<file path="config.mk">
export PLATFORM = sky130hd
export DESIGN_NAME = sysarr_fifo_flat
export DESIGN_NICKNAME = d
export VERILOG_FILES = /design/src/logic/sys_arr_pkg.sv /design/src/logic/sys_arr_ifs.sv /design/src/logic/sysarr_fifo.sv /design/src/flat_wrapper.sv
export SDC_FILE = /design/constraint.sdc
export NUM_CORES = 1
export LEC_CHECK = 0
export ABC_CLOCK_PERIOD_IN_PS = 1500
export BUFFER_PORTS_ARGS = -buffer_cell sky130_fd_sc_hd__buf_2
export CELL_PAD_IN_SITES_DETAIL_PLACEMENT = 0
export CELL_PAD_IN_SITES_GLOBAL_PLACEMENT = 2
export CORE_MARGIN = 2
export CORE_UTILIZATION = 35
export DETAILED_ROUTE_END_ITERATION = 10
export PLACE_DENSITY_LB_ADDON = 0.25
export SLEW_MARGIN = 20
export SYNTH_ARGS = -nofsm -noshare
export SYNTH_HDL_FRONTEND = slang
export SYNTH_SLANG_ARGS = --single-unit
</file>
<file path="constraint.sdc">
create_clock -name clk -period 1.5 [get_ports clk]
set_clock_uncertainty 0.2 [all_clocks]
set_input_delay 0.375 -clock clk [delete_from_list [all_inputs] [get_ports clk]]
set_output_delay 0.375 -clock clk [all_outputs]
set_load 0.01 [all_outputs]
</file>
<file path="src/logic/sys_arr_pkg.sv">
package sys_arr_pkg;

    // Array dimension, any power of two from 2 upward
    localparam int N = 4;

    // Element width, all arithmetic wraps modulo 2^DW
    localparam int DW = 16;

    // Row and column index width
    localparam int ROW_W = $clog2(N);

    // Sequencing counter must reach 4N without overflow
    localparam int CNT_W = $clog2(4 * N + 1);

    // Control unit phases
    typedef enum logic [1:0] {
        LOAD,
        COMPUTE,
        UNLOAD
    } cu_state_e;

endpackage

</file>
<file path="src/logic/sys_arr_ifs.sv">


// Parallel-load shift FIFO for input and partial-sum columns
interface sysarr_fifo_if;
    logic                                        load;
    logic                                        shift;
    logic [sys_arr_pkg::N*sys_arr_pkg::DW-1:0]   load_values;
    logic [sys_arr_pkg::DW-1:0]                  out;

    modport fifo (
        input  load, shift, load_values,
        output out
    );

    modport array (
        output load, shift, load_values,
        input  out
    );
endinterface

</file>
<file path="src/logic/sysarr_fifo.sv">
`timescale 1ns/10ps

module sysarr_fifo (
    input logic clk,
    input logic nRST,
    sysarr_fifo_if.fifo fifo
);
    import sys_arr_pkg::*;

    logic [DW-1:0] entries [N];

    // Entry 0 is the head
    assign fifo.out = entries[0];

    always_ff @(posedge clk, negedge nRST) begin
        if (!nRST) begin
            for (int k = 0; k < N; k++) begin
                entries[k] <= '0;
            end
        end else if (fifo.load) begin
            for (int k = 0; k < N; k++) begin
                entries[k] <= fifo.load_values[k*DW +: DW];
            end
        end else if (fifo.shift) begin
            for (int k = 0; k < N - 1; k++) begin
                entries[k] <= entries[k+1];
            end
            // Zeros behind the data keep later products harmless
            entries[N-1] <= '0;
        end
    end

endmodule

</file>
<file path="src/flat_wrapper.sv">
// flat-port wrapper written by rule: the top's interface ports become plain ports
module sysarr_fifo_flat import sys_arr_pkg::*;
  (clk, nRST, fifo_load, fifo_shift, fifo_load_values, fifo_out);
  sysarr_fifo_if fifo_i ();
  input logic clk;
  input logic nRST;
  input wire logic [$bits(fifo_i.load)-1:0] fifo_load;
  input wire logic [$bits(fifo_i.shift)-1:0] fifo_shift;
  input wire logic [$bits(fifo_i.load_values)-1:0] fifo_load_values;
  output wire logic [$bits(fifo_i.out)-1:0] fifo_out;
  assign fifo_i.load = fifo_load;
  assign fifo_i.shift = fifo_shift;
  assign fifo_i.load_values = fifo_load_values;
  assign fifo_out = fifo_i.out;
  sysarr_fifo u_core (.clk(clk), .nRST(nRST), .fifo(fifo_i));
endmodule
</file>
==> impl_results.md <==
- Status: completed
- Hold Crit Class: input pin to register
- Delay-heaviest family, CP: flip-flops
- Final Hold Viols: 0
- Largest net degree at the start of global routing: 65
- Final WL: 6429 um
- Initial antenna violation count: 0
- Setup TNS: 0 ns
- Unique masters post-synth: 13
- Routability congestion estimate: 0.6974
- Worst-Skew Late Latency: 0.33 ns
- Finish-stage setup viols: 0
- Leak Pwr: 1.866 nW
- First-pass GRT wire length: 10,490 um
- Slew HR: 76.81%
- Max Slew Vio Count: 0
- Detailed-route DRC error count: 0
- Power share of the combinational group: 13.0%
- Clk slew on worst S/H paths: 0.07 ns
- CP Capture Type: output port
- Syn_area_per_cell: 10.46 sq um
- CTS H-tree lvls: 3
- Final period utilization: 96.55%
- Worst EP required: 0.92 ns
- Layout cell share with drive strength beyond 1: 30.33%
- Fin nets: 429
- Switching Fraction: 23.82%
- Clock buffer depth: 2
- Via count of the first global-routing pass: 2,011
- Hold_ws: 0.04803 ns
- Num CTS Buffers: 9
- Pre-antenna DRT Iters: 4
- Total power: 4.413 mW
- Sw power: 1.051 mW
- Sequential area share after synthesis: 52.27%
- Fmax: 690.5 MHz
- Most common cell after layout, fill and taps aside: buf_2
- Yosys reg bits: 64
- Crit Path Max Fanout: 2
- Area grow syn2layout: 21.80%
- Critical-path top delay cell: dfrtp_1
- Worst vdd ir: 0.0003885 V
- Grt ovf: 0
- Commonest non-fill, non-tap cells in the layout: 81 x buf_2, 64 x nand2_1, 64 x dfrtp_1
- Number of max-cap violations: 0
- Drt wl/cell: 13.56 um
- Hold_buf cts: 1
- Post_cts resized: 0
- Period minus WS final: 1.448 ns
- Hpwl dp: 4450 um
- Syn. warnings: 0
- Die Y: 97.57 um
- Synth Instances: 293
- Rows: 34
- CTS root buffer: clkbuf_8
- Post-route ant nets: 0
- Core area: 8593 sq um
- Sequential power share: 45.0%
- Nature of the critical path startpoint: register
- Mapped Nets: 361
- Die area: 9519 sq um
- Pint: 3.362 mW
- Fill cell count: 862
- Post-layout util: 43.43%
- Via count: 2,150
- Ports: 84
- # diodes: 0
- Worst-margin pin slew: 0.3478 ns
- Initial Util: 35.66%
- Tot GR Track Use: 13.87%
- DRT iter0 DRCs: 107
- Buf+Inv Stages, Crit Path: 1
- RSZ-0062 raised after global routing: false
- TritonCTS sink count: 64
- PD cells: 1182 nW/um^2
- Die Wd: 97.57 um
- Syn Std Cell Area: 3064 sq um
- Critical path class: register to output port
- Clock power share: 42.0%
- IO Port Bufs: 83
- Max stage delay on crit path: 0.40 ns
- Worst path cell trace: buf_2
- CTS tree: yes
- Setup Fix Bufs, Post-CTS: 0
- Arr. time, crit path: 0.87 ns
- Vias per Instance: 4.536
==> logic make-up after synthesis <==
group	Yosys count	synth area share, %
compound gates	64	10.70
flops	64	52.27
buf+inv	37	10.25
mux	48	15.68
simple gates	80	11.11
==> area by class of cell <==
class | instances | area [sq um] | share of cell area, %
tap | 108 | 135.1 | 3.621
timing repair buffer | 94 | 593.1 | 15.89
clock inverter | 5 | 102.6 | 2.749
sequential | 64 | 1602 | 42.91
clock buffer | 11 | 151.4 | 4.056
multi-input combinational | 192 | 1149 | 30.77
==> registers in the layout, indices dropped and copies added (netlist names) <==
| name | flops |
|---|---|
| u_core.fifo.out | 16 |
| u_core.entries | 48 |
==> power by group through the flow <==
stage | Combinational (mW) | Sequential, mW | Clock (mW)
finish | 0.573 | 1.98 | 1.86
global placement | 0.570 | 2.01 | 0
floorplan | 0.426 | 1.98 | 0
detailed placement | 0.580 | 2.02 | 0
CTS | 0.585 | 1.98 | 1.91
global route | 0.650 | 2.00 | 1.97
==> per-stage QoR <==
stage                     area (sq um)  cells  setup WS, ns
after floorplan                   3064    293        0.2306
final                             3732    474       0.05182
after global routing              3732    474       0.01385
after CTS                         3732    474       0.03382
after global placement            3468    457        0.1670
after detailed placement          3468    457        0.1639
==> final timing paths <==
path / slack [ns] / endpoint / cells past startpoint / from
max: 0.05 / fifo_out[9] / 1 / u_core.fifo.out[9]
min reg2reg: 0.34 / u_core.entries[10] / 2 / u_core.entries[10]
max reg2reg: 0.55 / u_core.entries[34] / 2 / u_core.entries[18]
min in group asynchronous: 0.39 / u_core.entries[0] / 3 / nRST
max in group asynchronous: 0.44 / u_core.fifo.out[2] / 3 / nRST
min: 0.05 / u_core.entries[11] / 3 / fifo_load_values[59]
==> synthesized netlist by cell type <==
cell type	instances	area, sq um
dfrtp_1	64	1602
nand2_1	64	240.2
o21ai_1	51	255.2
mux2i_1	48	480.5
buf_4	21	157.7
nand2b_1	16	100.1
o21ai_0	11	55.05
clkbuf_1	5	18.77
buf_12	4	80.08
buf_2	4	20.02
buf_6	2	22.52
o21ai_2	2	17.52
buf_8	1	15.01
==> metal layers <==
| metal | vias to the layer above | GRT usage (%) | wire (um) |
|---|---|---|---|
| met2 | 54 | 17.77 | 2492 |
| met5 | - | 0 | 0 |
| met4 | 0 | 5.449 | 82 |
| li1 | 1105 | - | - |
| met3 | 6 | 3.022 | 316 |
| met1 | 985 | 22.20 | 3536 |
==> tightest hold or removal path: cells and delay by family <==
family          cells  cell delay (ns)
buf+inv             1             0.07
compound gates      1             0.05
simple gates        1             0.04
Power figures use the tool's default switching activity.
