<file path="src/logic/sys_arr_pkg.sv">
package sys_arr_pkg;

    // Array dimension, any power of two from 2 upward
    localparam int N = 4;

    // Element width, all arithmetic wraps modulo 2^DW
    localparam int DW = 16;

    // Row and column index width
    localparam int ROW_W = $clog2(N);

    // Sequencing counter must reach 4N without overflow
    localparam int CNT_W = $clog2(4 * N + 1);

    // Control unit phases
    typedef enum logic [1:0] {
        LOAD,
        COMPUTE,
        UNLOAD
    } cu_state_e;

endpackage

</file>
<file path="src/logic/sys_arr_ifs.sv">


// One grid cell of the array
interface sysarr_mac_if;
    logic                        weight_load;
    logic [sys_arr_pkg::DW-1:0]  weight;
    logic [sys_arr_pkg::DW-1:0]  in_value;
    logic [sys_arr_pkg::DW-1:0]  in_accumulate;
    logic                        mac_shift;

    // Rightward data and downward sum
    logic [sys_arr_pkg::DW-1:0]  in_pass;
    logic [sys_arr_pkg::DW-1:0]  out_accumulate;

    modport mac (
        input  weight_load, weight, in_value, in_accumulate, mac_shift,
        output in_pass, out_accumulate
    );

    modport array (
        output weight_load, weight, in_value, in_accumulate, mac_shift,
        input  in_pass, out_accumulate
    );
endinterface


</file>
<file path="src/logic/sysarr_mac.sv">
`timescale 1ns/10ps

module sysarr_mac (
    input logic clk,
    input logic nRST,
    sysarr_mac_if.mac mac_if
);
    import sys_arr_pkg::*;

    logic [DW-1:0] weight_q;
    logic [DW-1:0] product;

    // Stationary weight, held across the whole matrix
    always_ff @(posedge clk) begin
        if (mac_if.weight_load) begin
            weight_q <= mac_if.weight;
        end
    end

    // Low DW bits only, so signedness does not matter
    assign product = mac_if.in_value * weight_q;

    always_ff @(posedge clk, negedge nRST) begin
        if (!nRST) begin
            mac_if.in_pass        <= '0;
            mac_if.out_accumulate <= '0;
        end else if (mac_if.mac_shift) begin
            mac_if.in_pass        <= mac_if.in_value;
            mac_if.out_accumulate <= mac_if.in_accumulate + product;
        end
    end

endmodule

</file>
<file path="src/flat_wrapper.sv">
// flat-port wrapper written by rule: the top's interface ports become plain ports
module sysarr_mac_flat import sys_arr_pkg::*;
  (clk, nRST, mac_if_weight_load, mac_if_weight, mac_if_in_value, mac_if_in_accumulate, mac_if_mac_shift, mac_if_in_pass, mac_if_out_accumulate);
  sysarr_mac_if mac_if_i ();
  input logic clk;
  input logic nRST;
  input wire logic [$bits(mac_if_i.weight_load)-1:0] mac_if_weight_load;
  input wire logic [$bits(mac_if_i.weight)-1:0] mac_if_weight;
  input wire logic [$bits(mac_if_i.in_value)-1:0] mac_if_in_value;
  input wire logic [$bits(mac_if_i.in_accumulate)-1:0] mac_if_in_accumulate;
  input wire logic [$bits(mac_if_i.mac_shift)-1:0] mac_if_mac_shift;
  output wire logic [$bits(mac_if_i.in_pass)-1:0] mac_if_in_pass;
  output wire logic [$bits(mac_if_i.out_accumulate)-1:0] mac_if_out_accumulate;
  assign mac_if_i.weight_load = mac_if_weight_load;
  assign mac_if_i.weight = mac_if_weight;
  assign mac_if_i.in_value = mac_if_in_value;
  assign mac_if_i.in_accumulate = mac_if_in_accumulate;
  assign mac_if_i.mac_shift = mac_if_mac_shift;
  assign mac_if_in_pass = mac_if_i.in_pass;
  assign mac_if_out_accumulate = mac_if_i.out_accumulate;
  sysarr_mac u_core (.clk(clk), .nRST(nRST), .mac_if(mac_if_i));
endmodule
</file>
<file path="config.mk">
export PLATFORM = sky130hd
export DESIGN_NAME = sysarr_mac_flat
export DESIGN_NICKNAME = d
export VERILOG_FILES = /design/src/logic/sys_arr_pkg.sv /design/src/logic/sys_arr_ifs.sv /design/src/logic/sysarr_mac.sv /design/src/flat_wrapper.sv
export SDC_FILE = /design/constraint.sdc
export NUM_CORES = 1
export LEC_CHECK = 0
export BUFFER_PORTS_ARGS = -buffer_cell sky130_fd_sc_hd__buf_2
export CAP_MARGIN = 10
export CORE_ASPECT_RATIO = 2
export CORE_MARGIN = 3
export CORE_UTILIZATION = 35
export DETAILED_ROUTE_END_ITERATION = 16
export GPL_TIMING_DRIVEN = 0
export PLACE_DENSITY = 0.57
export SKIP_LAST_GASP = 1
export SYNTH_ARGS = -nofsm -noshare
export SYNTH_HDL_FRONTEND = slang
export SYNTH_SLANG_ARGS = --single-unit
</file>
<file path="constraint.sdc">
create_clock -name clk -period 12.06 [get_ports clk]
set_input_delay 2.412 -clock clk [delete_from_list [all_inputs] [get_ports clk]]
set_output_delay 2.412 -clock clk [all_outputs]
set_load 0.02 [all_outputs]
</file>
==> out/metrics.cfg <==
[outcome]
status=finished clean

[worst_setup_path]
worstSetupPathDepth=18
critPathCaptureType=flop
r2r_cells=19
crit_family=adder cells
max_stage_delay_ns=0.57
arrival_ns=7.96
path_buf_inv=4
crit_required_ns=12.25
cp_max_fo=10
regToRegStartpoint=u_core.weight_q[1]
worstSetupStartpointType=input pin
critPathKind=input pin to flop
crit_end=u_core.mac_if.out_accumulate[15]
worst_path_most_repeated_cell=fa_1
path_cells=buf_2 > clkbuf_1 > nand2_1 > fa_1 > inv_1 > fa_1 > inv_1 > fa_1 > fa_1 > fa_1 > fa_1 > xnor2_1 > xnor2_1 > xnor2_1 > xnor2_1 > xnor3_1 > xnor2_1 > mux2_4
rrSetupSlack_ns=6.00
r2r_end=u_core.mac_if.out_accumulate[15]
crit_start=mac_if_in_value[6]
cp_slowest_cell=fa_1

[timing]
setup_tns_ns=0
drv_slew=0
setup_viol=0
period_minus_slack_ns=7.77
rsz0062_at_grt=no
max_freq_mhz=129
fin_skew_ns=0.00898
hold_viol=0
tightest_slew_ns=0.854
slew_headroom_pct=43.1
fin_crit_sh_pct=64.5

[clock_tree]
cts_hold_buf=0
clock_sinks=48
post_cts_buffers=0
cts_tree=yes
htreeDepth=2
clkSlewWorstSetupHoldPaths_ns=0.07
clk_latency_ns=0.30
cts-resized-gates=0
clock_path_buffers=2
cts-root-buf=clkbuf_16
cts-buffers-inserted=5

[synthesis]
synth_seq_cells=48
syn_inst=622
syn_avg_cell_area_sq_um=9.76
synth_edf_count=16
yosysTopAreaCell=fa_1
synthFlopType=dfrtp_1
synth_top_cell_area_share_pct=31.0
syn-num-nets=820
yosys.cell_count.top_type=inv_1
synth_area_sq_um=6070
synthDistinctLibCells=34
seq_area_frac_synth_pct=21.1
synth_common_cells=inv_1 (160), fa_1 (94), nand2_1 (90), ha_1 (52), and2_1 (49)
async_flop_share_pct=66.7
ys_top_cells_by_area=fa_1 (31%), dfrtp_1 (13%), ha_1 (11%)
yosys_warnings=0

[grt]
grt_pass1_vias=4758
grt_max_degree=33
grt_overflow=0
antenna_found_initial=0
grtUsageTotal_pct=17.0
grt_pass1_wl_microns=24700

[floorplanning]
boundaryPins=84
start_util_pct=36.0
die_area_sq_um=19100
fp.dieW_microns=99.1
coreArea_sq_um=16800
die_h_microns=192
num_rows=67

[detailed_routing]
first_pass_iters=4
drt-total-wl_microns=15400
vias=4310
drtIter0Drc=167
avgViaCountPerCell=4.69
drc_errors=0
drt-wirelength-per-cell_microns=16.8
ant_nets=0

[finish]
final_core_util_pct=41.1
drive_above_1_share_pct=17.4
area.growth.synth_to_final_pct=14.1
nets=908
fill_cells=1696
diodes=0

[placed_design]
gp_congestion=0.895
portBuffers=81
dp_hpwl_microns=13100

[flow_run]
drv_cap=0

[hold_path]
hold_path.class=flop to flop

[power_and_ir_drop]
p_per_area_nw_per_um2=295
vdd_drop_max_uv=142
p_leak_nw=3.55

-- layer usage --
layer | track usage, % | wire (microns)
met4 | 7.84 | 829
met3 | 2.04 | 559
met2 | 33.4 | 8860
met5 | 0 | 0
met1 | 17.4 | 5200
-- sequential cells by signal (all words and copies together) (netlist names) --
name and flops:
u_core.mac_if.out_accumulate 16, u_core.weight_q 16, u_core.mac_if.in_pass 16
-- worst min-delay path by stage --
stage | startpoint | endpoint | slack (ns) | cells past startpoint
floorplan | u_core.mac_if.out_accumulate[11] | u_core.mac_if.out_accumulate[11] | 0.59 | 2
global placement | u_core.mac_if.out_accumulate[9] | u_core.mac_if.out_accumulate[9] | 0.47 | 1
detailed placement | u_core.mac_if.out_accumulate[9] | u_core.mac_if.out_accumulate[9] | 0.47 | 1
CTS | u_core.mac_if.out_accumulate[9] | u_core.mac_if.out_accumulate[9] | 0.48 | 1
global route | u_core.mac_if.out_accumulate[11] | u_core.mac_if.out_accumulate[11] | 0.50 | 2
finish | u_core.mac_if.out_accumulate[9] | u_core.mac_if.out_accumulate[9] | 0.47 | 1
-- layout make-up --
cell class	instances	area (sq um)	share of cell area (%)
Sequential cell	48	1280	18.5
Timing Repair Buffer	81	405	5.86
Buffer	19	81.3	1.17
Inverter	160	601	8.68
Clock buffer	6	150	2.17
Multi-Input combinational cell	395	4110	59.3
Tap cell	207	259	3.74
Clock inverter	2	38.8	0.560
-- cells by family after synthesis --
group,synth area share (%)
compound gates,3.13
xor+xnor,5.71
fa+ha+maj,41.7
buf+inv,11.2
flops,21.1
mux,5.07
simple gates,12.0
-- cells in the final DEF, fill, tap and decap left out, drive strengths merged --
cell	n
buf	85
nor2	5
nor2b	1
o21ai	7
o31a	1
inv	161
edfxtp	16
bufinv	1
or2	1
o21a	3
mux2	27
xnor2	28
nor3	3
clkbuf	21
a21oi	6
nand3	1
and2	51
ha	52
a31oi	1
xor2	9
xnor3	1
o31ai	2
fa	94
nand2	91
a21o	6
or3	2
dfrtp	32
a21boi	1
a211oi	2
-- metrics by stage --
stage	std cells	total power [W]	setup slack, ns	hold slack [ns]	instance area [sq um]
2_1_floorplan	622	0.00148	4.77	0.594	6070
3_3_place_gp	910	0.00187	3.92	0.466	6730
3_5_place_dp	910	0.00189	3.90	0.465	6730
4_1_cts	918	0.00209	4.21	0.482	6920
5_1_grt	918	0.00227	4.05	0.496	6920
6_report	918	0.00204	4.29	0.473	6920
-- power breakdown --
part / total (W) / internal, W / switching (W)
sequential: 0.000235 / 0.000216 / 0.0000191
clock: 0.000178 / 0.000111 / 0.0000668
combinational: 0.00163 / 0.000752 / 0.000877
total: 0.00204 / 0.00108 / 0.000963
Note: power is estimated with default switching activity, not from simulation.
