--- config.mk ---
export PLATFORM = sky130hd
export DESIGN_NAME = sysarr_out_fifo
export DESIGN_NICKNAME = d
export VERILOG_FILES = /design/src/logic/sys_arr_pkg.sv /design/src/logic/sysarr_out_fifo.sv
export SDC_FILE = /design/constraint.sdc
export NUM_CORES = 1
export LEC_CHECK = 0
export ABC_CLOCK_PERIOD_IN_PS = 900
export BUFFER_PORTS_ARGS = -buffer_cell sky130_fd_sc_hd__buf_2
export CAP_MARGIN = 5
export CELL_PAD_IN_SITES_DETAIL_PLACEMENT = 1
export CELL_PAD_IN_SITES_GLOBAL_PLACEMENT = 2
export CORE_MARGIN = 1
export CORE_UTILIZATION = 32
export CTS_CLUSTER_SIZE = 30
export DETAILED_ROUTE_END_ITERATION = 7
export PLACE_DENSITY = 0.76
export SETUP_SLACK_MARGIN = 0.15
export SYNTH_ARGS = -nofsm -noshare
export SYNTH_HDL_FRONTEND = slang
export SYNTH_SLANG_ARGS = --single-unit
--- constraint.sdc ---
create_clock -name clk -period 0.9 [get_ports clk]
set_clock_uncertainty 0.15 [all_clocks]
set_input_delay 0.135 -clock clk [delete_from_list [all_inputs] [get_ports clk]]
set_output_delay 0.135 -clock clk [all_outputs]
set_load 0.05 [all_outputs]
--- src/logic/sys_arr_pkg.sv ---
package sys_arr_pkg;

    // Array dimension, any power of two from 2 upward
    localparam int N = 4;

    // Element width, all arithmetic wraps modulo 2^DW
    localparam int DW = 16;

    // Row and column index width
    localparam int ROW_W = $clog2(N);

    // Sequencing counter must reach 4N without overflow
    localparam int CNT_W = $clog2(4 * N + 1);

    // Control unit phases
    typedef enum logic [1:0] {
        LOAD,
        COMPUTE,
        UNLOAD
    } cu_state_e;

endpackage

--- src/logic/sysarr_out_fifo.sv ---
`timescale 1ns/10ps

module sysarr_out_fifo (
    input  logic                                      clk,
    input  logic                                      nRST,
    input  logic                                      shift,
    input  logic [sys_arr_pkg::DW-1:0]                shift_value,
    output logic [sys_arr_pkg::N*sys_arr_pkg::DW-1:0] column
);
    import sys_arr_pkg::*;

    // New values enter at the top element and move toward element 0,
    // so after N shifts element r holds row r of this column
    always_ff @(posedge clk, negedge nRST) begin
        if (!nRST) begin
            column <= '0;
        end else if (shift) begin
            column <= {shift_value, column[N*DW-1:DW]};
        end
    end

endmodule

==> key figures, run 1 <==
Setup path
  • Req. time, crit path: 0.61 ns
  • Crit path buf inv count: 1
  • CP Capture Type: primary output
  • CP peak stage delay: 0.44 ns
  • Crit path cell chain: buf_6
  • CP Launch Type: register
  • Critical path depth in cells: 1
  • Class of the most critical setup path: register to primary output
  • Crit Path Max Fanout: 2
  • Family with the most delay on the worst path: flip-flops
  • CP max-delay cell: dfrtp_2
  • Worst path arrival time: 0.95 ns
  • Worst r2r path cells: 3

Logic synthesis
  • Post-synth EDFFs: 0
  • Top cells by area, synth: dfrtp_1 60%, mux2_4 34%, buf_12 4.5%, mux2_2 1.7%, buf_6 0.42%
  • Sequential fraction of the synthesis area: 59.8%
  • Top FF cell, synth: dfrtp_1
  • Synth Warn #: 0
  • Syn Area/Cell: 19.8 sq um
  • Yosys top cell area share: 59.8%
  • Commonest cells post-synth: 64 x dfrtp_1, 60 x mux2_4, 6 x buf_12
  • Mapped Area: 0.00268 sq mm
  • FF+latch count, synth: 64
  • Post-synth top area cell: dfrtp_1
  • Post-Synthesis Cells: 135
  • Count leader, synth: dfrtp_1
  • Synthesized Nets: 154
  • Async set-reset flop share out of synthesis: 100%
  • Synth unique cells: 5

Outcome
  • Status: complete, but fails checks
  • Failing checks: hold timing, setup timing

Finish
  • Largest register by flop count: column
  • Util after Layout: 58.4%
  • Max reg flops: 64
  • Nets: 321
  • Synthesis-to-layout area growth: 78.1%
  • Multi-input logic area: 953 sq um
  • Share of cells above drive strength 1: 99.3%
  • Filler instances: 762
  • Register area: 0.00168 sq mm
  • Top Registers: column (64)
  • Design Area, Final: 0.00477 sq mm
  • Layout Cells excl Fill: 413

Run
  • MaxCap Viol Count: 0

Clock network
  • Max Root-Sink Buffers: 2
  • CTS Hold Buffers Added: 1
  • Clk sink count: 64
  • H-tree depth: 3
  • Num CTS Buffers: 9
  • Clk_lat worst skew: 0.33 ns
  • CTS root buffer: clkbuf_8
  • Clock-pin slew on the worst setup and hold paths: 0.09 ns
  • CTS tree: yes

Pwr
  • Maximum VDD drop: 1.19 mV
  • Logic pwr share: 44.0%
  • Clk pwr share: 23.2%
  • Register share of total power: 32.9%
  • Internal: 7.76 mW
  • Sw frac: 35.9%
  • Total chip power: 12.1 mW
  • Power Dens Cells: 2530 mW/mm^2
  • Leak: 2.28 nW
  • P_sw: 4.34 mW

STA
  • Highest clock rate: 813 MHz
  • Final hold violations: 16
  • Hold Slack: -0.120 ns
  • Minimum clock period: 1.23 ns
  • RSZ-0062 raised after global routing: yes
  • Worst-Margin Slew: 0.176 ns
  • Setup ws final: -0.331 ns
  • Fin. max-slew vios: 0
  • Count of endpoints failing setup in the final report: 128
  • Relative slew slack: 88.2%
  • Final Cycle Share: 137%

Global routing
  • Initial antenna violation count: 1
  • All-Layer GR Usage: 16.6%
  • Gr ovfl total: 0
  • Pin count of the biggest net entering global routing: 37
  • Vias in the first global route: 1,922
  • First-pass GRT wire length: 10,800 um

Floorplanning
  • Starting Density: 32.8%
  • Die area: 0.00874 sq mm
  • I/O Pins: 83
  • Overall die height: 93.5 um
  • # rows: 33
  • Die X: 93.5 um
  • Core footprint: 0.00818 sq mm

Routing
  • Routed vias: 1,800
  • DR pass1 iterations: 4
  • Initial DRC count: 28
  • DRC viols: 0
  • Wire per inst: 18.2 um
  • ANT nets after route: 0
  • Final wirelength: 7540 um
  • Vias per inst: 4.36

Placed design
  • Gp weighted congestion: 0.657
  • PortBufs: 82
  • Post-detail-place hpwl: 3710 um
  • Placed Area: 0.00329 sq mm
  • Placed cells: 322
  • Place WS: -0.196 ns

Min path
  • Hold path depth: 2
  • Worst hold path type: input port to register
==> area by class of cell <==
| class | count | share of cell area, % |
|---|---|---|
| repair buffers | 163 | 37.3 |
| flip-flops and latches | 64 | 35.2 |
| multi-input cells | 64 | 20.0 |
| clock buffers | 11 | 2.96 |
| clock inverters | 5 | 1.68 |
| diodes | 1 | 0.0525 |
| well taps | 105 | 2.75 |
==> cell usage in the layout, fill, tap and decap left out, types with 2 or more instances in the layout <==
cell | synthesis | final
buf_12 | 6 | 5
buf_2 | 0 | 16
buf_4 | 0 | 3
buf_6 | 1 | 135
bufinv_16 | 0 | 2
clkbuf_8 | 0 | 10
clkinvlp_4 | 0 | 2
dfrtp_2 | 0 | 64
mux2_2 | 4 | 2
mux2_4 | 60 | 62
==> path summary, 6_finish.rpt <==
check,start,to,slack (ns)
hold reg to reg,column[11]$_DFFE_PN0P_,column[11]$_DFFE_PN0P_,0.39
setup reg to reg,column[51]$_DFFE_PN0P_,column[51]$_DFFE_PN0P_,-0.30
hold / removal,shift_value[1],column[49]$_DFFE_PN0P_,-0.12
setup / recovery,column[17]$_DFFE_PN0P_,column[17],-0.33
max in group asynchronous,nRST,column[25]$_DFFE_PN0P_,0.18
min in group asynchronous,nRST,column[50]$_DFFE_PN0P_,0.21
==> metal layers <==
metal	up-vias	wire length, um	part of all wire (%)	GRT usage, %
met1	939	3040	40	21.2
met2	47	4040	54	27.7
met4	0	82	1.1	4.62
met5	-	0	0	0
li1	807	-	-	-
met3	7	372	4.9	4.39
==> cells by family after synthesis <==
family                 synth area share (%)
flip-flops                             59.8
multiplexers                           35.3
buffers and inverters                  4.90
==> power groups by stage <==
stage	combinational (mW)	clock [mW]	sequential, mW
floorplan	0.888	0	5.63
global placement	3.39	0	3.89
CTS	4.89	2.83	3.94
finish	5.32	2.80	3.97
global route	5.53	2.95	4.03
detailed placement	3.43	0	3.90
==> per-stage QoR <==
step	TNS [ns]	hold slack, ns
6_report	-32.46	-0.120
2_1_floorplan	-10.46	-0.311
5_1_grt	-35.10	-0.121
4_1_cts	-29.44	-0.135
3_5_place_dp	-11.33	-0.00192
3_3_place_gp	-10.51	-0.00220
==> what timing repair did <==
item                                   in CTS  in global routing
setup endpoints to repair                 128                143
buffers inserted                           49                 23
cloned                                      0                  1
gates resized for setup                   178                 24
endpoints found under the hold margin      80                 16
No activity file was read; power rests on OpenSTA's default activity.
==> inputs of run 2 (changes only) <==
ABC_AREA = 1   (was default)
CORE_UTILIZATION = 26   (was 32)
PLACE_DENSITY = 0.77   (was 0.76)
==> key figures, run 2 <==
Clock network
  • Clk_lat worst skew: 0.33 ns
  • Max Root-Sink Buffers: 2
  • Clock-pin slew on the worst setup and hold paths: 0.08 ns
  • CTS Hold Buffers Added: 1
  • H-tree depth: 3
  • Num CTS Buffers: 9
  • Clk sink count: 64
  • CTS root buffer: clkbuf_8
  • CTS tree: yes

Floorplanning
  • I/O Pins: 83
  • Core footprint: 0.00920 sq mm
  • # rows: 35
  • Overall die height: 99.0 um
  • Die X: 99.0 um
  • Die area: 0.00980 sq mm
  • Starting Density: 26.6%

STA
  • Minimum clock period: 1.22 ns
  • Setup ws final: -0.316 ns
  • Fin. max-slew vios: 0
  • Count of endpoints failing setup in the final report: 118
  • Worst-Margin Slew: 0.401 ns
  • Highest clock rate: 822 MHz
  • Setup TNS: -23.75 ns
  • Final Cycle Share: 135%
  • Relative slew slack: 73.3%
  • RSZ-0062 raised after global routing: yes
  • Final hold violations: 17
  • Hold Slack: -0.149 ns

Routing
  • DR pass1 iterations: 6
  • ANT nets after route: 0
  • Met2 wire length: 4610 um
  • Wire per inst: 15.5 um
  • DRC viols: 0
  • Routed vias: 2,391
  • Uppermost layer routed: met4
  • Met3 Wirelength: 185 um
  • Initial DRC count: 60
  • WL met1: 3620 um
  • Final wirelength: 8580 um
  • Vias per inst: 4.32

Global routing
  • Vias in the first global route: 2,457
  • Initial antenna violation count: 0
  • All-Layer GR Usage: 16.2%
  • First-pass GRT wire length: 12,300 um
  • Pin count of the biggest net entering global routing: 65
  • Gr ovfl total: 0

Placed design
  • Place WS: -0.0644 ns
  • Post-detail-place hpwl: 4160 um
  • Gp weighted congestion: 0.677
  • PortBufs: 82

Logic synthesis
  • Post-synth top area cell: dfrtp_1
  • Commonest cells post-synth: 192 x nand2_1, 64 x dfrtp_1, 6 x buf_2, 6 x clkbuf_8
  • Synthesized Nets: 289
  • Yosys top cell area share: 65.5%
  • Top cells by area, synth: dfrtp_1 65%, nand2_1 29%, clkbuf_8 3.4%, buf_2 1.2%, buf_4 0.31%
  • Mapped Area: 0.00245 sq mm
  • Syn Area/Cell: 9.06 sq um
  • Post-synth EDFFs: 0
  • Top FF cell, synth: dfrtp_1
  • Post-Synthesis Cells: 270
  • Synth unique cells: 6
  • Sequential fraction of the synthesis area: 65.5%
  • Synth Warn #: 0
  • Count leader, synth: nand2_1
  • FF+latch count, synth: 64
  • Async set-reset flop share out of synthesis: 100%

Setup path
  • Req. time, crit path: 0.61 ns
  • Family with the most delay on the worst path: flip-flops
  • Crit path cell chain: buf_6
  • Crit path buf inv count: 1
  • CP Capture Type: primary output
  • Worst path arrival time: 0.93 ns
  • CP Launch Type: register
  • CP peak stage delay: 0.43 ns
  • Class of the most critical setup path: register to primary output
  • Crit Path Max Fanout: 2
  • CP max-delay cell: dfrtp_2

Outcome
  • Status: complete, but fails checks
  • Failing checks: hold timing, setup timing

Finish
  • Most common cell after layout, fill and taps aside: buf_6
  • Share of cells above drive strength 1: 74.0%
  • Top Registers: column (64)
  • Largest register by flop count: column
  • Util after Layout: 52.1%
  • Synthesis-to-layout area growth: 96.0%
  • Nets: 457
  • Antenna cells: 0
  • Max reg flops: 64
  • Most frequent cells in the layout: 134 x buf_6, 113 x nand2_1, 70 x nand2_2

Pwr
  • Leak: 2.46 nW
  • Power Dens Cells: 2020 mW/mm^2
  • Maximum VDD drop: 0.638 mV

Run
  • MaxCap Viol Count: 0

Min path
  • Worst hold path type: input port to register
-- run 2: cell types whose count changed after synthesis --
cell / change
buf_6: -1
clkbuf_8: +6
nand2_1: +192
mux2_2: -4
buf_12: -6
mux2_4: -60
inv_2: +1
buf_2: +6
buf_4: +1
-- run 2: layout make-up --
| type | instances | area, sq um |
|---|---|---|
| fillers | 1006 | 4400 |
| repair buffers | 170 | 1820 |
| flip-flops and latches | 64 | 1680 |
| multi-input cells | 192 | 963 |
| well taps | 111 | 139 |
| clock buffers | 10 | 128 |
| clock inverters | 6 | 60.1 |
| inverters | 1 | 3.75 |
-- run 2: where the power goes --
part	internal, mW	total, mW	switching, mW
clock	1.27	2.42	1.16
sequential	3.27	3.58	0.311
combinational	1.60	3.69	2.08
-- run 2: per-layer routing --
metal / global-route usage [%] / vias to the layer above
met2: 27.9 / 47
met1: 20.6 / 1179
met5: 0 / -
met3: 2.27 / 12
li1: - / 1153
met4: 5.86 / 0
-- run 2: cells by family (layout without fill, tap and decap cells) --
| logic type | after synthesis | count (layout) | share of synthesized area [%] |
|---|---|---|---|
| buffers and inverters | 14 | 187 | 5.06 |
| and+or+nand+nor | 192 | 192 | 29.5 |
| DFF | 64 | 64 | 65.5 |
-- run 2: worst paths after layout --
kind | startpoint | to | slack, ns | depth (start not counted)
max in group asynchronous | nRST | column[3]$_DFFE_PN0P_ | 0.20 | 3
max | column[45]$_DFFE_PN0P_ | column[45] | -0.32 | 1
max reg2reg | column[45]$_DFFE_PN0P_ | column[29]$_DFFE_PN0P_ | -0.16 | 4
min reg2reg | column[10]$_DFFE_PN0P_ | column[10]$_DFFE_PN0P_ | 0.35 | 2
min in group asynchronous | nRST | column[21]$_DFFE_PN0P_ | 0.20 | 3
min | shift_value[12] | column[60]$_DFFE_PN0P_ | -0.15 | 3
-- run 2: timing repair --
item / CTS / global route
pin swaps: 7 / 22
endpoints found under the setup margin: 128 / 140
hold endpoints to repair: 81 / 16
cloned: 0 / 1
gates resized for setup: 172 / 116
buffers inserted: 47 / 30
-- run 2: per-stage QoR --
| step | instance area, sq um | power, mW | hold WS [ns] | cells |
|---|---|---|---|---|
| global placement | 3090 | 5.69 | -0.00867 | 460 |
| detailed placement | 3090 | 5.73 | -0.00247 | 460 |
| global route | 4790 | 10.1 | -0.154 | 554 |
| finish | 4790 | 9.69 | -0.149 | 554 |
| CTS | 4190 | 9.12 | -0.161 | 524 |
| floorplan | 2530 | 5.09 | -0.311 | 270 |
