`src/logic/sys_arr_pkg.sv`:
```
package sys_arr_pkg;

    // Array dimension, any power of two from 2 upward
    localparam int N = 4;

    // Element width, all arithmetic wraps modulo 2^DW
    localparam int DW = 16;

    // Row and column index width
    localparam int ROW_W = $clog2(N);

    // Sequencing counter must reach 4N without overflow
    localparam int CNT_W = $clog2(4 * N + 1);

    // Control unit phases
    typedef enum logic [1:0] {
        LOAD,
        COMPUTE,
        UNLOAD
    } cu_state_e;

endpackage

```
`src/logic/sys_arr_ifs.sv`:
```
`timescale 1ns/10ps

// Between the array top and the control unit
interface sysarr_cu_if;
    // Raw load strobes and indices from the client side
    logic                           weight_en;
    logic                           input_en;
    logic                           partial_en;
    logic [sys_arr_pkg::ROW_W-1:0]  row_in_en;
    logic [sys_arr_pkg::ROW_W-1:0]  row_ps_en;

    // Sequencing back to the array
    logic                           fifo_has_space;
    logic [sys_arr_pkg::N-1:0]      in_fifo_shift;
    logic [sys_arr_pkg::N-1:0]      ps_fifo_shift;
    logic                           mac_shift;
    logic [sys_arr_pkg::N-1:0]      out_fifo_shift;
    logic                           out_valid;
    logic [sys_arr_pkg::ROW_W-1:0]  out_row;

    modport array (
        output weight_en, input_en, partial_en, row_in_en, row_ps_en,
        input  fifo_has_space, in_fifo_shift, ps_fifo_shift, mac_shift,
        input  out_fifo_shift, out_valid, out_row
    );

    modport control_unit (
        input  weight_en, input_en, partial_en, row_in_en, row_ps_en,
        output fifo_has_space, in_fifo_shift, ps_fifo_shift, mac_shift,
        output out_fifo_shift, out_valid, out_row
    );
endinterface


```
`src/logic/sysarr_control_unit.sv`:
```
`timescale 1ns/10ps

module sysarr_control_unit (
    input logic clk,
    input logic nRST,
    sysarr_cu_if.control_unit cu
);
    import sys_arr_pkg::*;

    cu_state_e        state;
    logic [N-1:0]     w_mask;
    logic [N-1:0]     i_mask;
    logic [N-1:0]     p_mask;
    logic [N-1:0]     w_mask_nxt;
    logic [N-1:0]     i_mask_nxt;
    logic [N-1:0]     p_mask_nxt;
    logic             loading;
    logic             computing;
    logic             masks_full;
    logic [CNT_W-1:0] cnt;
    logic [ROW_W-1:0] row_q;

    function automatic logic [N-1:0] row_bit(input logic [ROW_W-1:0] row);
        logic [N-1:0] bits;
        bits = '0;
        bits[row] = 1'b1;
        return bits;
    endfunction

    assign loading   = (state == LOAD);
    assign computing = (state == COMPUTE);

    // Strobes only count while the array is waiting for data
    always_comb begin
        w_mask_nxt = w_mask;
        i_mask_nxt = i_mask;
        p_mask_nxt = p_mask;
        if (loading && cu.weight_en) begin
            w_mask_nxt = w_mask | row_bit(cu.row_in_en);
        end
        if (loading && cu.input_en) begin
            i_mask_nxt = i_mask | row_bit(cu.row_in_en);
        end
        if (loading && cu.partial_en) begin
            p_mask_nxt = p_mask | row_bit(cu.row_ps_en);
        end
        masks_full = &{w_mask_nxt, i_mask_nxt, p_mask_nxt};
    end

    always_ff @(posedge clk, negedge nRST) begin
        if (!nRST) begin
            state  <= LOAD;
            w_mask <= '0;
            i_mask <= '0;
            p_mask <= '0;
            cnt    <= '0;
            row_q  <= '0;
        end else begin
            case (state)
                LOAD: begin
                    w_mask <= w_mask_nxt;
                    i_mask <= i_mask_nxt;
                    p_mask <= p_mask_nxt;
                    if (masks_full) begin
                        state <= COMPUTE;
                    end
                end
                COMPUTE: begin
                    // Last column's final sum lands at step 3N-2
                    if (cnt == CNT_W'(3 * N - 2)) begin
                        cnt   <= '0;
                        state <= UNLOAD;
                    end else begin
                        cnt <= cnt + 1'b1;
                    end
                end
                UNLOAD: begin
                    if (row_q == ROW_W'(N - 1)) begin
                        row_q  <= '0;
                        w_mask <= '0;
                        i_mask <= '0;
                        p_mask <= '0;
                        state  <= LOAD;
                    end else begin
                        row_q <= row_q + 1'b1;
                    end
                end
                default: begin
                    state <= LOAD;
                end
            endcase
        end
    end

    // Row m of the grid starts m steps late; column n sums arrive from step N+n
    always_comb begin
        for (int k = 0; k < N; k++) begin
            cu.in_fifo_shift[k]  = computing && (cnt >= CNT_W'(k));
            cu.ps_fifo_shift[k]  = computing && (cnt >= CNT_W'(N + k))
                                   && (cnt < CNT_W'(2 * N + k));
            cu.out_fifo_shift[k] = cu.ps_fifo_shift[k];
        end
    end

    assign cu.mac_shift      = computing;
    assign cu.fifo_has_space = loading;
    assign cu.out_valid      = (state == UNLOAD);
    assign cu.out_row        = row_q;

endmodule

```
`src/flat_wrapper.sv`:
```
// flat-port wrapper written by rule: the top's interface ports become plain ports
module sysarr_control_unit_flat import sys_arr_pkg::*;
  (clk, nRST, cu_weight_en, cu_input_en, cu_partial_en, cu_row_in_en, cu_row_ps_en, cu_fifo_has_space, cu_in_fifo_shift, cu_ps_fifo_shift, cu_mac_shift, cu_out_fifo_shift, cu_out_valid, cu_out_row);
  sysarr_cu_if cu_i ();
  input logic clk;
  input logic nRST;
  input wire logic [$bits(cu_i.weight_en)-1:0] cu_weight_en;
  input wire logic [$bits(cu_i.input_en)-1:0] cu_input_en;
  input wire logic [$bits(cu_i.partial_en)-1:0] cu_partial_en;
  input wire logic [$bits(cu_i.row_in_en)-1:0] cu_row_in_en;
  input wire logic [$bits(cu_i.row_ps_en)-1:0] cu_row_ps_en;
  output wire logic [$bits(cu_i.fifo_has_space)-1:0] cu_fifo_has_space;
  output wire logic [$bits(cu_i.in_fifo_shift)-1:0] cu_in_fifo_shift;
  output wire logic [$bits(cu_i.ps_fifo_shift)-1:0] cu_ps_fifo_shift;
  output wire logic [$bits(cu_i.mac_shift)-1:0] cu_mac_shift;
  output wire logic [$bits(cu_i.out_fifo_shift)-1:0] cu_out_fifo_shift;
  output wire logic [$bits(cu_i.out_valid)-1:0] cu_out_valid;
  output wire logic [$bits(cu_i.out_row)-1:0] cu_out_row;
  assign cu_i.weight_en = cu_weight_en;
  assign cu_i.input_en = cu_input_en;
  assign cu_i.partial_en = cu_partial_en;
  assign cu_i.row_in_en = cu_row_in_en;
  assign cu_i.row_ps_en = cu_row_ps_en;
  assign cu_fifo_has_space = cu_i.fifo_has_space;
  assign cu_in_fifo_shift = cu_i.in_fifo_shift;
  assign cu_ps_fifo_shift = cu_i.ps_fifo_shift;
  assign cu_mac_shift = cu_i.mac_shift;
  assign cu_out_fifo_shift = cu_i.out_fifo_shift;
  assign cu_out_valid = cu_i.out_valid;
  assign cu_out_row = cu_i.out_row;
  sysarr_control_unit u_core (.clk(clk), .nRST(nRST), .cu(cu_i));
endmodule
```
`config.mk`:
```
export PLATFORM = sky130hd
export DESIGN_NAME = sysarr_control_unit_flat
export DESIGN_NICKNAME = d
export VERILOG_FILES = /design/src/logic/sys_arr_pkg.sv /design/src/logic/sys_arr_ifs.sv /design/src/logic/sysarr_control_unit.sv /design/src/flat_wrapper.sv
export SDC_FILE = /design/constraint.sdc
export NUM_CORES = 1
export LEC_CHECK = 0
export BUFFER_PORTS_ARGS = -buffer_cell sky130_fd_sc_hd__buf_4
export CAP_MARGIN = 20
export CORE_MARGIN = 2
export CORE_UTILIZATION = 47
export CTS_BUF_LIST = sky130_fd_sc_hd__clkbuf_16
export CTS_CLUSTER_SIZE = 14
export DETAILED_ROUTE_END_ITERATION = 10
export GPL_ROUTABILITY_DRIVEN = 0
export GPL_TIMING_DRIVEN = 0
export HOLD_SLACK_MARGIN = 0.12
export MAX_ROUTING_LAYER = met4
export PLACE_DENSITY_LB_ADDON = 0.15
export SYNTH_ARGS = -nofsm -noshare
export SYNTH_HDL_FRONTEND = slang
export SYNTH_SLANG_ARGS = --single-unit
```
`constraint.sdc`:
```
create_clock -name clk -period 1.5 [get_ports clk]
set_clock_uncertainty 0.15 [all_clocks]
set_input_delay 0.3 -clock clk [delete_from_list [all_inputs] [get_ports clk]]
set_output_delay 0.3 -clock clk [all_outputs]
set_load 0.02 [all_outputs]
```
==> reports/metrics.yaml <==
outcome:
  status: "finished with violations"
  failed_checks: "setup timing"
logic_synthesis:
  synth.cell_area_um2: 1274
  synth_flop_cell: "sky130_fd_sc_hd__dfrtp_1"
  ys_seq_elements: 21
  yosysWarnings: 0
  synth-async-reset-ratio_pct: 100.0
  ys_seq_area_share_pct: 41.26
  synth_largest_area_cell: "sky130_fd_sc_hd__dfrtp_1"
  synth.cells.most_frequent: "21 x sky130_fd_sc_hd__dfrtp_1, 12 x sky130_fd_sc_hd__nor2_1, 11 x sky130_fd_sc_hd__nand2_1"
  synth.area.top_cells: "sky130_fd_sc_hd__dfrtp_1 41%, sky130_fd_sc_hd__mux2_2 4.4%, sky130_fd_sc_hd__ha_1 3.9%"
  synthCells: 133
  syn_area_per_cell_um2: 9.577
  netlist-cell-type-count: 42
  synthDominantCellAreaShare_pct: 41.26
  synth_fp_nets: 146
  synth-edff-count: 0
  yosys.cell_count.top_type: "sky130_fd_sc_hd__dfrtp_1"
drt:
  firstDrtPassIters: 4
  routed_wirelength_um: 4071
  wl_per_cell_um: 18.42
  drc: 0
  avgViaCountPerCell: 6.027
  drt.antenna.violating_nets: 0
  drt-initial-drc-count: 36
  route.vias.total: 1332
sta:
  timing.final.crit_share_pct: 138.4
  final_hold_viol_count: 0
  hold_ws_ns: 0.1932
  timing.final.setup_violations: 27
  fmax_mhz: 481.7
  slew_headroom_pct: 76.35
  setup_ws_ns: -0.5758
  rsz_0062_raised_after_global_routing: "true"
  final-max-slew-violation-count: 0
  minimum_clock_period_ns: 2.076
  transition_at_the_pin_with_the_smallest_max_transition_slack_ns: 0.3548
die:
  die_w_um: 56.06
  core_area_um2: 2522
  standard_cell_rows: 18
  top_ports: 26
  die_area_um2: 3143
  die_y_um: 56.06
  initial_core_util_pct: 50.50
power:
  power.density_nw_per_um2: 2167
  leakage_nw: 0.9430
  ir_worst_vdd_mv: 2.711
worst_setup_path:
  r2r-start: "u_core.state[1]"
  worstPathMaxFanout: 4
  critical_path_arrival_ns: 1.63
  timing.critical_path.from: "u_core.cnt[1]"
  critPathCaptureType: "output pin"
  worst-setup-path-type: "reg -> out"
  worst-endpoint-required_ns: 1.05
  cell_count_of_the_worst_reg_to_reg_path: 6
  kind_of_launch_point_of_the_worst_setup_path: "register"
place:
  hpwl_um: 2098
  buffers_on_ports: 25
  pre_cts_ws_ns: -0.4181
cts:
  cts_root_buf: "sky130_fd_sc_hd__clkbuf_16"
  h-tree-depth: 1
  clkTransAtPathRegs_ns: 0.06
  clk_latency_ns: 0.25
  numClockSinks: 21
  tritoncts_clock_tree: "yes"
  cts_max_path_buffers: 2
  cts_inserted_buffers: 3
worst_hold_path:
  tightest_hold_check_type: "in -> reg"
  min_delay_path_depth: 3
  hold_path_startpoint: "cu_weight_en"
grt:
  global_route.overflow_total: 0
  antenna_found_initial: 0
  grt_pass1_wl_um: 5651
  via_count_of_the_first_global_routing_pass: 1178
  groute.usage.overall_pct: 23.06
  largest_net_degree_at_the_start_of_global_routing: 22
finish:
  antenna_cell_count: 0
  multi_input_comb_area_um2: 850.8
  drive_above_1_share_pct: 61.26
  layout-area-overhead-vs-synth_pct: 72.10
  nets: 205
  filler_cell_count: 123
  seqCellArea_um2: 534.3
flow_run:
  max_cap_violations: 0
==> final timing paths <==
path | end | slack, ns
max | cu_ps_fifo_shift[1] | -0.58
min | u_core.w_mask[3] | 0.19
max reg2reg | u_core.state[0] | -0.30
min reg2reg | u_core.i_mask[2] | 0.38
max in group asynchronous | u_core.cnt[4] | 0.66
min in group asynchronous | u_core.cnt[2] | 0.31
==> layout by cell type (no fill, tap or decap), types with 2 or more instances in the layout <==
cell / instances
sky130_fd_sc_hd__a21oi_1: 5
sky130_fd_sc_hd__a22o_1: 3
sky130_fd_sc_hd__a22o_2: 2
sky130_fd_sc_hd__a31oi_1: 2
sky130_fd_sc_hd__a41oi_2: 3
sky130_fd_sc_hd__and3_1: 2
sky130_fd_sc_hd__buf_4: 28
sky130_fd_sc_hd__buf_6: 32
sky130_fd_sc_hd__buf_8: 2
sky130_fd_sc_hd__clkbuf_16: 4
sky130_fd_sc_hd__clkinvlp_4: 2
sky130_fd_sc_hd__dfrtp_1: 14
sky130_fd_sc_hd__dfrtp_2: 7
sky130_fd_sc_hd__ha_2: 2
sky130_fd_sc_hd__inv_1: 4
sky130_fd_sc_hd__mux2_2: 3
sky130_fd_sc_hd__mux2_4: 2
sky130_fd_sc_hd__nand2_1: 11
sky130_fd_sc_hd__nand2b_4: 4
sky130_fd_sc_hd__nand4_1: 3
sky130_fd_sc_hd__nor2_1: 10
sky130_fd_sc_hd__nor2_4: 2
sky130_fd_sc_hd__nor2b_4: 2
sky130_fd_sc_hd__nor3_4: 5
sky130_fd_sc_hd__o21ai_0: 2
sky130_fd_sc_hd__o21ai_1: 3
==> area by class of cell <==
class,instances,area share [%]
inverter,6,1.199
tap,30,1.712
multi-input combinational,94,38.81
buffer,10,5.651
timing repair buffer,56,24.49
clock buffer,3,3.425
sequential,21,24.37
clock inverter,1,0.3425
==> sequential cells by signal, indices dropped and copies added, names as in the netlist <==
name               flops
u_core.cnt             5
u_core.cu.out_row      2
u_core.i_mask          4
u_core.p_mask          4
u_core.state           2
u_core.w_mask          4
==> worst max-delay path, cell delays in order, from the launching register on <==
cell,delay (ns)
sky130_fd_sc_hd__dfrtp_2,0.45
sky130_fd_sc_hd__inv_2,0.08
sky130_fd_sc_hd__ha_2,0.17
sky130_fd_sc_hd__nor3_1,0.05
sky130_fd_sc_hd__o32a_1,0.20
sky130_fd_sc_hd__nor3_4,0.20
sky130_fd_sc_hd__buf_6,0.12
sky130_fd_sc_hd__buf_6,0.10
==> where the power goes <==
group	switching [W]	internal [W]	total, W	leakage [nW]
clock network	0.000205	0.000360	0.000565	0.0371
registers	0.000222	0.000713	0.000935	0.217
logic	0.00148	0.00177	0.00325	0.689
total	0.00190	0.00285	0.00475	0.943
==> logic make-up (layout without fill, tap and decap cells) <==
group	Yosys count	after routing	synth area share [%]
xor gates and xnor gates	1	1	0.6877
DFF	21	21	41.26
buffers and inverters	18	76	7.564
and+or+nand+nor	52	52	23.38
muxes	5	5	4.420
adders and majority gates	4	4	3.929
AOI/OAI and AO/OA	32	32	18.76
==> metal layers <==
layer  global-route usage, %  vias to the layer above  share of wire [%]
met5                       -                        -                  0
met4                   3.061                        0                3.5
met3                   4.419                       14                4.7
met2                   38.82                       54                 51
met1                   29.71                      663                 41
li1                        -                      601                  -
==> stage by stage <==
step | utilization [%] | setup TNS (ns) | total power, W | cell area [um^2] | instances
finish | 86.90 | -7.054 | 0.004750 | 2192 | 221
floorplan | - | -2.065 | 0.002365 | 1414 | 133
detailed placement | 64.98 | -3.447 | 0.002973 | 1639 | 188
global route | 86.90 | -8.572 | 0.004982 | 2192 | 221
global placement | 64.98 | -2.980 | 0.002912 | 1639 | 188
CTS | 79.71 | -5.624 | 0.004191 | 2011 | 210
==> timing repair <==
item                                    CTS  global route
endpoints found under the setup margin   23            30
setup buffers                            18            14
hold buffers                              1             0
resized for setup                        33            27
pin swaps                                12            15
hold endpoints to repair                 21             0
Power figures use the tool's default switching activity.
